==> config.mk <==
export PLATFORM = sky130hd
export DESIGN_NAME = synth_interface
export DESIGN_NICKNAME = d
export VERILOG_FILES = /design/src/synth_pkg.sv /design/src/sd_dac.sv /design/src/synth_ctrl.sv /design/src/synth_interface.sv /design/src/voice.sv /design/src/voice_mixer.sv
export SDC_FILE = /design/constraint.sdc
export NUM_CORES = 2
export LEC_CHECK = 0
export BUFFER_PORTS_ARGS = -buffer_cell sky130_fd_sc_hd__buf_2
export CORE_ASPECT_RATIO = 1.5
export CORE_MARGIN = 5
export CORE_UTILIZATION = 60
export CTS_BUF_LIST = sky130_fd_sc_hd__clkbuf_2 sky130_fd_sc_hd__clkbuf_4 sky130_fd_sc_hd__clkbuf_8
export DETAILED_ROUTE_END_ITERATION = 10
export PLACE_DENSITY = 0.79
export SYNTH_ARGS = -nofsm -noshare
export SYNTH_HDL_FRONTEND = slang
export SYNTH_SLANG_ARGS = --single-unit
export TNS_END_PERCENT = 50
==> constraint.sdc <==
create_clock -name clk -period 27.4 [get_ports clk]
set_input_delay 1.37 -clock clk [delete_from_list [all_inputs] [get_ports clk]]
set_output_delay 1.37 -clock clk [all_outputs]
set_load 0.05 [all_outputs]
==> src/synth_pkg.sv <==
// ----------------------------------------------------------------------
// Shared synthesizer sizes, waveform kinds, voice settings
// and the per-voice waveform table
// ----------------------------------------------------------------------
package synth_pkg;

	localparam int BITDEPTH   = 14; // Waveform, voice and mix width
	localparam int NUM_VOICES = 8;
	localparam int VSEL_BITS  = $clog2(NUM_VOICES); // Voice select width and mix shift
	localparam int SAMPLE_DIV = 8;  // 256 clk cycles per sample tick
	localparam int INC_BITS   = 16; // Phase increment and accumulator
	localparam int AR_BITS    = 8;  // Attack/release rate
	localparam int ENV_BITS   = 16; // Envelope level
	localparam int AMP_BITS   = 8;  // Level bits used for scaling
	localparam int ENV_STEP_SHIFT = 4; // Rate times 16 per tick

	// Register offsets inside a voice slot
	localparam logic [3:0] REG_PLAY = 4'h0;
	localparam logic [3:0] REG_AR   = 4'h4;

	typedef logic [BITDEPTH-1:0] sample_t;

	typedef enum logic [1:0] {
		SAW,
		PULSE,
		TRI
	} wave_e;

	// One voice's settings as written by the CPU
	typedef struct packed {
		logic                gate;
		logic [INC_BITS-1:0] inc;    // Phase step per tick
		logic [AR_BITS-1:0]  attack;
		logic [AR_BITS-1:0]  rel;    // Release rate
	} voice_cfg_t;

	// Two saws, two pulses, four triangles
	localparam wave_e VOICE_WAVE [NUM_VOICES] = '{
		SAW, SAW, PULSE, PULSE, TRI, TRI, TRI, TRI
	};

	localparam voice_cfg_t CFG_RESET = '{
		gate:   1'b0,
		inc:    16'd6000, // About 11 ticks per waveform period
		attack: 8'hF0,
		rel:    8'hF0
	};

endpackage

==> src/sd_dac.sv <==
// ----------------------------------------------------------------------
// First order sigma-delta DAC, one bit output at clk rate
// ----------------------------------------------------------------------
`timescale 1ns/1ps

module sd_dac (
	input  logic               clk,
	input  logic               rst,
	input  synth_pkg::sample_t pcm,
	output logic               pwmout
);

	import synth_pkg::*;

	sample_t           acc;
	logic [BITDEPTH:0] acc_sum; // Carry in the top bit

	assign acc_sum = {1'b0, acc} + {1'b0, pcm};

	// Carry density tracks pcm / 2**BITDEPTH
	always_ff @(posedge clk) begin
		if (rst) begin
			acc    <= '0;
			pwmout <= 1'b0;
		end else begin
			acc    <= acc_sum[BITDEPTH-1:0];
			pwmout <= acc_sum[BITDEPTH];
		end
	end

endmodule

==> src/synth_ctrl.sv <==
// ----------------------------------------------------------------------
// Synth control: CPU register file with strobe/ready handshake,
// readback of voice settings and the sample tick divider
// ----------------------------------------------------------------------
`timescale 1ns/1ps

module synth_ctrl (
	input  logic                   clk,
	input  logic                   rst,
	input  logic [7:0]             addr,    // [7:4] voice, [3:0] register
	input  logic [31:0]            data_in,
	input  logic                   wen,
	input  logic                   ren,
	output logic [31:0]            data_out,
	output logic                   ready,
	output synth_pkg::voice_cfg_t  cfg [synth_pkg::NUM_VOICES],
	output logic                   sample_tick
);

	import synth_pkg::*;

	logic                  strobe_q;    // Strobe seen last cycle
	logic                  wr_fire;     // Write commits this cycle
	logic                  voice_ok;    // Address inside the voice slots
	logic [VSEL_BITS-1:0]  voice_idx;
	logic [3:0]            reg_sel;
	logic [31:0]           rdata;       // Readback mux
	logic [SAMPLE_DIV-1:0] sample_cnt;

	assign voice_idx = addr[VSEL_BITS+3:4];
	assign reg_sel   = addr[3:0];
	assign voice_ok  = (addr[7:4] < 4'(NUM_VOICES));

	// Ready follows the registered strobe but drops with the live one
	assign ready   = strobe_q & (wen | ren);
	assign wr_fire = strobe_q & wen;

	always_ff @(posedge clk) begin
		if (rst) begin
			strobe_q <= 1'b0;
		end else begin
			strobe_q <= wen | ren;
		end
	end

	// Register file
	always_ff @(posedge clk) begin
		if (rst) begin
			for (int i = 0; i < NUM_VOICES; i++) begin
				cfg[i] <= CFG_RESET; // All voices silent
			end
		end else if (wr_fire && voice_ok) begin
			case (reg_sel)
				REG_PLAY: begin
					if (data_in[31]) begin // Gate on with a new pitch
						cfg[voice_idx].gate <= 1'b1;
						cfg[voice_idx].inc  <= data_in[INC_BITS-1:0];
					end else begin
						cfg[voice_idx].gate <= 1'b0; // Pitch kept
					end
				end
				REG_AR: begin
					cfg[voice_idx].attack <= data_in[AR_BITS-1:0];
					cfg[voice_idx].rel    <= data_in[2*AR_BITS-1:AR_BITS];
				end
				default: ; // Unmapped, dropped
			endcase
		end
	end

	// Readback, zero outside the map
	always_comb begin
		rdata = '0;
		if (voice_ok) begin
			case (reg_sel)
				REG_PLAY: begin
					rdata[31]           = cfg[voice_idx].gate;
					rdata[INC_BITS-1:0] = cfg[voice_idx].inc;
				end
				REG_AR: begin
					rdata[AR_BITS-1:0]         = cfg[voice_idx].attack;
					rdata[2*AR_BITS-1:AR_BITS] = cfg[voice_idx].rel;
				end
				default: rdata = '0;
			endcase
		end
	end

	// Data lines up with ready, one cycle after the read strobe
	always_ff @(posedge clk) begin
		if (rst) begin
			data_out <= '0;
		end else if (ren) begin
			data_out <= rdata;
		end else begin
			data_out <= '0;
		end
	end

	// Free running divider, one tick per 2**SAMPLE_DIV cycles
	always_ff @(posedge clk) begin
		if (rst) begin
			sample_cnt  <= '0;
			sample_tick <= 1'b0;
		end else begin
			sample_cnt  <= sample_cnt + 1'b1;
			sample_tick <= &sample_cnt; // Pulse on wrap
		end
	end

endmodule

==> src/synth_interface.sv <==
// ----------------------------------------------------------------------
// Synth top: CPU registers, eight voices, mixer and sigma-delta output
// ----------------------------------------------------------------------
`timescale 1ns/1ps

module synth_interface (
	input  logic               clk,
	input  logic               rst,
	input  logic [7:0]         addr,
	input  logic [31:0]        data_in,
	input  logic               wen,
	input  logic               ren,
	output logic [31:0]        data_out,
	output logic               ready,
	output synth_pkg::sample_t pcm_sample, // Stream for a later mixer
	output logic               pcm_valid,
	output logic               pwmout
);

	import synth_pkg::*;

	voice_cfg_t cfg [NUM_VOICES];
	sample_t    voice_out [NUM_VOICES];
	logic       sample_tick;

	synth_ctrl u_ctrl (
		.clk        (clk),
		.rst        (rst),
		.addr       (addr),
		.data_in    (data_in),
		.wen        (wen),
		.ren        (ren),
		.data_out   (data_out),
		.ready      (ready),
		.cfg        (cfg),
		.sample_tick(sample_tick)
	);

	// Waveform per slot from the table
	for (genvar v = 0; v < NUM_VOICES; v++) begin : g_voice
		voice #(.WAVE(VOICE_WAVE[v])) u_voice (
			.clk        (clk),
			.rst        (rst),
			.sample_tick(sample_tick),
			.cfg        (cfg[v]),
			.out        (voice_out[v])
		);
	end

	voice_mixer u_mixer (
		.clk        (clk),
		.rst        (rst),
		.sample_tick(sample_tick),
		.voice_out  (voice_out),
		.pcm_sample (pcm_sample),
		.pcm_valid  (pcm_valid)
	);

	sd_dac u_dac (
		.clk   (clk),
		.rst   (rst),
		.pcm   (pcm_sample),
		.pwmout(pwmout)
	);

endmodule

==> src/voice.sv <==
// ----------------------------------------------------------------------
// Synth voice: phase accumulator oscillator with a fixed waveform,
// linear attack/release envelope and amplitude scaling
// ----------------------------------------------------------------------
`timescale 1ns/1ps

module voice #(
	parameter synth_pkg::wave_e WAVE = synth_pkg::SAW
) (
	input  logic                  clk,
	input  logic                  rst,
	input  logic                  sample_tick,
	input  synth_pkg::voice_cfg_t cfg,
	output synth_pkg::sample_t    out
);

	import synth_pkg::*;

	typedef enum logic [1:0] {
		ENV_IDLE,    // Silent, level at zero
		ENV_ATTACK,  // Rising toward full scale
		ENV_SUSTAIN, // Full scale, gate held
		ENV_RELEASE  // Falling toward zero
	} env_state_e;

	env_state_e            state, state_n;
	logic [INC_BITS-1:0]   phase, phase_n;
	logic [ENV_BITS-1:0]   level, level_n;
	logic                  gate_q;     // Gate as seen at the last tick
	logic                  rise;
	logic [INC_BITS-1:0]   base_phase;
	logic [ENV_BITS-1:0]   base_level;
	logic [ENV_BITS-1:0]   att_step, rel_step;
	logic [ENV_BITS:0]     up_sum;     // Extra bit catches overflow
	sample_t               wave;
	logic [BITDEPTH+AMP_BITS-1:0] scaled;

	assign rise = cfg.gate & ~gate_q;

	// A new note restarts phase and envelope
	assign base_phase = rise ? '0 : phase;
	assign base_level = rise ? '0 : level;
	assign phase_n    = base_phase + cfg.inc;

	assign att_step = ENV_BITS'(cfg.attack) << ENV_STEP_SHIFT;
	assign rel_step = ENV_BITS'(cfg.rel) << ENV_STEP_SHIFT;
	assign up_sum   = {1'b0, base_level} + {1'b0, att_step};

	// Envelope next level and state
	always_comb begin
		state_n = state;
		level_n = level;
		if (cfg.gate) begin
			if (state == ENV_SUSTAIN && !rise) begin
				level_n = level; // Already full scale
			end else begin
				level_n = up_sum[ENV_BITS] ? '1 : up_sum[ENV_BITS-1:0];
			end
			state_n = (level_n == '1) ? ENV_SUSTAIN : ENV_ATTACK;
		end else begin
			if (state == ENV_IDLE) begin
				level_n = '0;
			end else if (base_level < rel_step) begin
				level_n = '0; // Floor at zero
			end else begin
				level_n = base_level - rel_step;
			end
			state_n = (level_n == '0) ? ENV_IDLE : ENV_RELEASE;
		end
	end

	always_ff @(posedge clk) begin
		if (rst) begin
			state  <= ENV_IDLE;
			phase  <= '0;
			level  <= '0;
			gate_q <= 1'b0;
		end else if (sample_tick) begin
			state  <= state_n;
			phase  <= phase_n;
			level  <= level_n;
			gate_q <= cfg.gate;
		end
	end

	// Waveform from the current phase
	always_comb begin
		case (WAVE)
			SAW:     wave = phase[INC_BITS-1 -: BITDEPTH];
			PULSE:   wave = phase[INC_BITS-1] ? '1 : '0;
			TRI:     wave = phase[INC_BITS-1] ? ~phase[BITDEPTH:1] : phase[BITDEPTH:1];
			default: wave = '0;
		endcase
	end

	// Scale by the top envelope bits, back to sample width
	assign scaled = wave * level[ENV_BITS-1 -: AMP_BITS];
	assign out    = scaled[BITDEPTH+AMP_BITS-1:AMP_BITS];

endmodule

==> src/voice_mixer.sv <==
// ----------------------------------------------------------------------
// Voice mixer that registers the average of all voices once per tick
// ----------------------------------------------------------------------
`timescale 1ns/1ps

module voice_mixer (
	input  logic               clk,
	input  logic               rst,
	input  logic               sample_tick,
	input  synth_pkg::sample_t voice_out [synth_pkg::NUM_VOICES],
	output synth_pkg::sample_t pcm_sample,
	output logic               pcm_valid
);

	import synth_pkg::*;

	logic                          tick_q; // Voices settled one cycle after tick
	logic [BITDEPTH+VSEL_BITS-1:0] sum;

	always_comb begin
		sum = '0;
		for (int i = 0; i < NUM_VOICES; i++) begin
			sum = sum + (BITDEPTH+VSEL_BITS)'(voice_out[i]);
		end
	end

	always_ff @(posedge clk) begin
		if (rst) begin
			tick_q     <= 1'b0;
			pcm_valid  <= 1'b0;
			pcm_sample <= '0; // Silent until the first mixed sample
		end else begin
			tick_q    <= sample_tick;
			pcm_valid <= tick_q;
			if (tick_q) begin
				pcm_sample <= sum[BITDEPTH+VSEL_BITS-1:VSEL_BITS]; // Divide by voice count
			end
		end
	end

endmodule
==> impl_metrics.ini <==
[yosys]
yosysSeqAreaShare_pct = 18.8
synth-seq-cells = 602
synth_top_area_cell = dfxtp_1
synth_area_um2 = 64100
synth_area_leaders = dfxtp_1 19%, fa_1 18%, ha_1 12%, nand2_1 6.7%, and2_1 5.1%
yosysUniqueCellTypes = 96
syn_inst = 7937
synth_edf_count = 0
async_flop_share_pct = 0
ys.flop_type = dfxtp_1
yosysTopAreaCellShare_pct = 18.8
synth-warning-count = 0
syn_avg_cell_area_um2 = 8.08

[die]
initial_core_util_pct = 60.1
num_io_pins = 93
rows = 147
core-area_um2 = 107000
dieArea_um2 = 114000
die_w_um = 277
die_y_um = 410

[worst_setup_path]
cp_slowest_cell = dfxtp_1
worstSetupEndpointType = flop
r2r.worst_path.cells = 34
worstPathRequired_ns = 28.12
cp.arrival_ns = 11.45
max_stage_delay_ns = 0.83
cp_max_fo = 18
crit_top_cell = fa_1
start_kind = flop
worstSetupPathType = reg -> reg
r2r_start = g_voice[0].u_voice.level[10]
rrSetupSlack_ns = 16.67
rr_endpoint = u_mixer.pcm_sample[13]

[global_route]
grt_pass1_wl_um = 311000
gr-usage-all-layers_pct = 34.2
grt_pass1_vias = 57705
antenna_found_initial = 10
grt_max_degree = 193
overflow = 0

[cts]
cts_tree = built
clk_latency_ns = 0.84
clockBufferDepth = 3
cts_resized = 0
cts.sinks = 602
htree_levels = 3
cts_setup_buffers = 0
path_clk_slew_ns = 0.07
clockRootBuffer = clkbuf_8
cts_buffers = 102
cts_hold_buf = 0

[finish]
syn_to_final_growth_pct = 5.55
mostFrequentLayoutCell = nand2_1
design_area_um2 = 67700
fin_util_pct = 63.4
instances_no_fill = 9286
drive_above_1_share_pct = 4.83
nets = 9003
mostFrequentLayoutCells = 1136 x nand2_1, 755 x inv_1, 607 x nor2_1

[timing]
fin_skew_ns = 0.0737
max-slew-margin-rel_pct = 14.3
max_freq_mhz = 93.2
grt_setup_unrepaired = no
post-route-period-util_pct = 39.1
slew_violations = 0
max_slew.worst_pin.slew_ns = 1.28
hold_violations = 0
timing.final.ws_setup_ns = 16.67
timing.final.crit_period_ns = 10.73
setup_viol = 0
tns_ns = 0

[route]
viasPerCell = 6.15
final_antenna_net_count = 0
vias = 57091
dr.pass1.iters = 6
detail_route.wirelength_um = 199000
wire_per_inst_um = 21.5
drt-initial-drc-count = 5010
drc_errors = 0

[worst_hold_path]
min_to = g_voice[4].u_voice.level[0]
holdPathStages = 2
min-delay-start = g_voice[4].u_voice.level[0]
hp-class = reg -> reg

[pwr]
ir_drop_v = 0.0000407
leakage_uw = 0.0306
p_per_area_nw_per_um2 = 29.0

[place]
dpl_cell_area_um2 = 65200
portBuffers = 62
place_ws_ns = 16.93
hpwlAfterDp_um = 153000
gp_congestion = 1.02
dp_cells = 9091

[status]
status = finished, final reports clean

[flow_run]
maxCapViolations = 0
-- worst max-delay path: cells and delay by family, from the launching register on --
family	cells	cell delay, ns
and+or+nand+nor	3	0.40
xor gates and xnor gates	1	0.53
adders and majority gates	11	5.06
DFF	1	0.83
AOI/OAI and AO/OA	17	3.67
buffers and inverters	2	0.10
-- logic make-up after synthesis --
kind of cell             Yosys count  synth area share [%]
buffers and inverters           1157                  6.89
other                              1               0.00585
multiplexers                     121                  1.89
AO/OA/AOI/OAI                   1502                  15.6
AND/OR/NAND/NOR                 3029                  22.3
adder cells (fa/ha/maj)         1179                  29.7
flip-flops                       602                  18.8
XOR/XNOR                         346                  4.73
-- report_power, final --
part | leakage [uW] | switching, uW | internal (uW)
Combinational | 0.0245 | 91.3 | 17.8
Sequential | 0.00485 | 10.0 | 878
Clock | 0.00125 | 431 | 535
-- registers in the layout (all words and copies together), names as in the netlist, 8 cells and up --
signal / flops
g_voice.u_voice.level: 128
u_dac.acc: 14
g_voice.u_voice.state: 16
u_ctrl.data_out: 17
u_ctrl.sample_cnt: 8
u_ctrl.cfg: 264
g_voice.u_voice.gate_q: 8
g_voice.u_voice.phase: 128
u_mixer.pcm_sample: 14
-- cell usage after synthesis, drive strengths merged (24+ instances only) --
cell type,count
a21boi,28
o41ai,26
a21o,83
nor2b,81
a22oi,159
mux2i,119
clkbuf,341
o21a,65
a31oi,56
nand3,184
xnor2,202
nand2b,42
o21ai,240
nand4,71
or3,49
buf,57
and2,526
o211ai,54
inv,757
nor3,161
and3,42
ha,604
or2,36
fa,575
a211oi,78
nand2,1137
nor2,610
o31ai,34
a21oi,429
a221oi,24
dfxtp,602
xor2,144
-- worst max-delay path by stage --
stage	startpoint	to	slack, ns
after CTS	g_voice[0].u_voice.level[10]	u_mixer.pcm_sample[13]	16.83
after detailed placement	g_voice[0].u_voice.level[10]	u_mixer.pcm_sample[13]	16.93
after floorplan	g_voice[1].u_voice.level[12]	u_mixer.pcm_sample[13]	18.23
final	g_voice[0].u_voice.level[10]	u_mixer.pcm_sample[13]	16.67
after global routing	g_voice[0].u_voice.level[13]	u_mixer.pcm_sample[13]	16.38
after global placement	g_voice[0].u_voice.level[10]	u_mixer.pcm_sample[13]	17.07
-- metal layers --
metal	GRT usage, %	share of wire (%)	vias up	routed length (um)
li1	-	-	26477	-
met4	27.9	10	6	20600
met2	56.5	46	2375	91900
met3	6.21	7.8	794	15500
met1	38.7	36	27439	71200
met5	0	0.017	-	34
-- stage by stage --
stage	total power, uW	hold slack [ns]
4_1_cts	1960	0.471
3_3_place_gp	1010	0.428
3_5_place_dp	1010	0.456
2_1_floorplan	969	0.417
6_report	1960	0.470
5_1_grt	2010	0.494
-- final cells by class --
cell class	instances	area [um^2]
multi-input cells	6192	47700
fillers	9241	39000
flip-flops and latches	602	12100
inverters	759	2850
clock buffers	145	1870
well taps	1415	1770
repair buffers	123	816
clock inverters	43	554
diodes	7	17.5
Power figures use the tool's default switching activity.
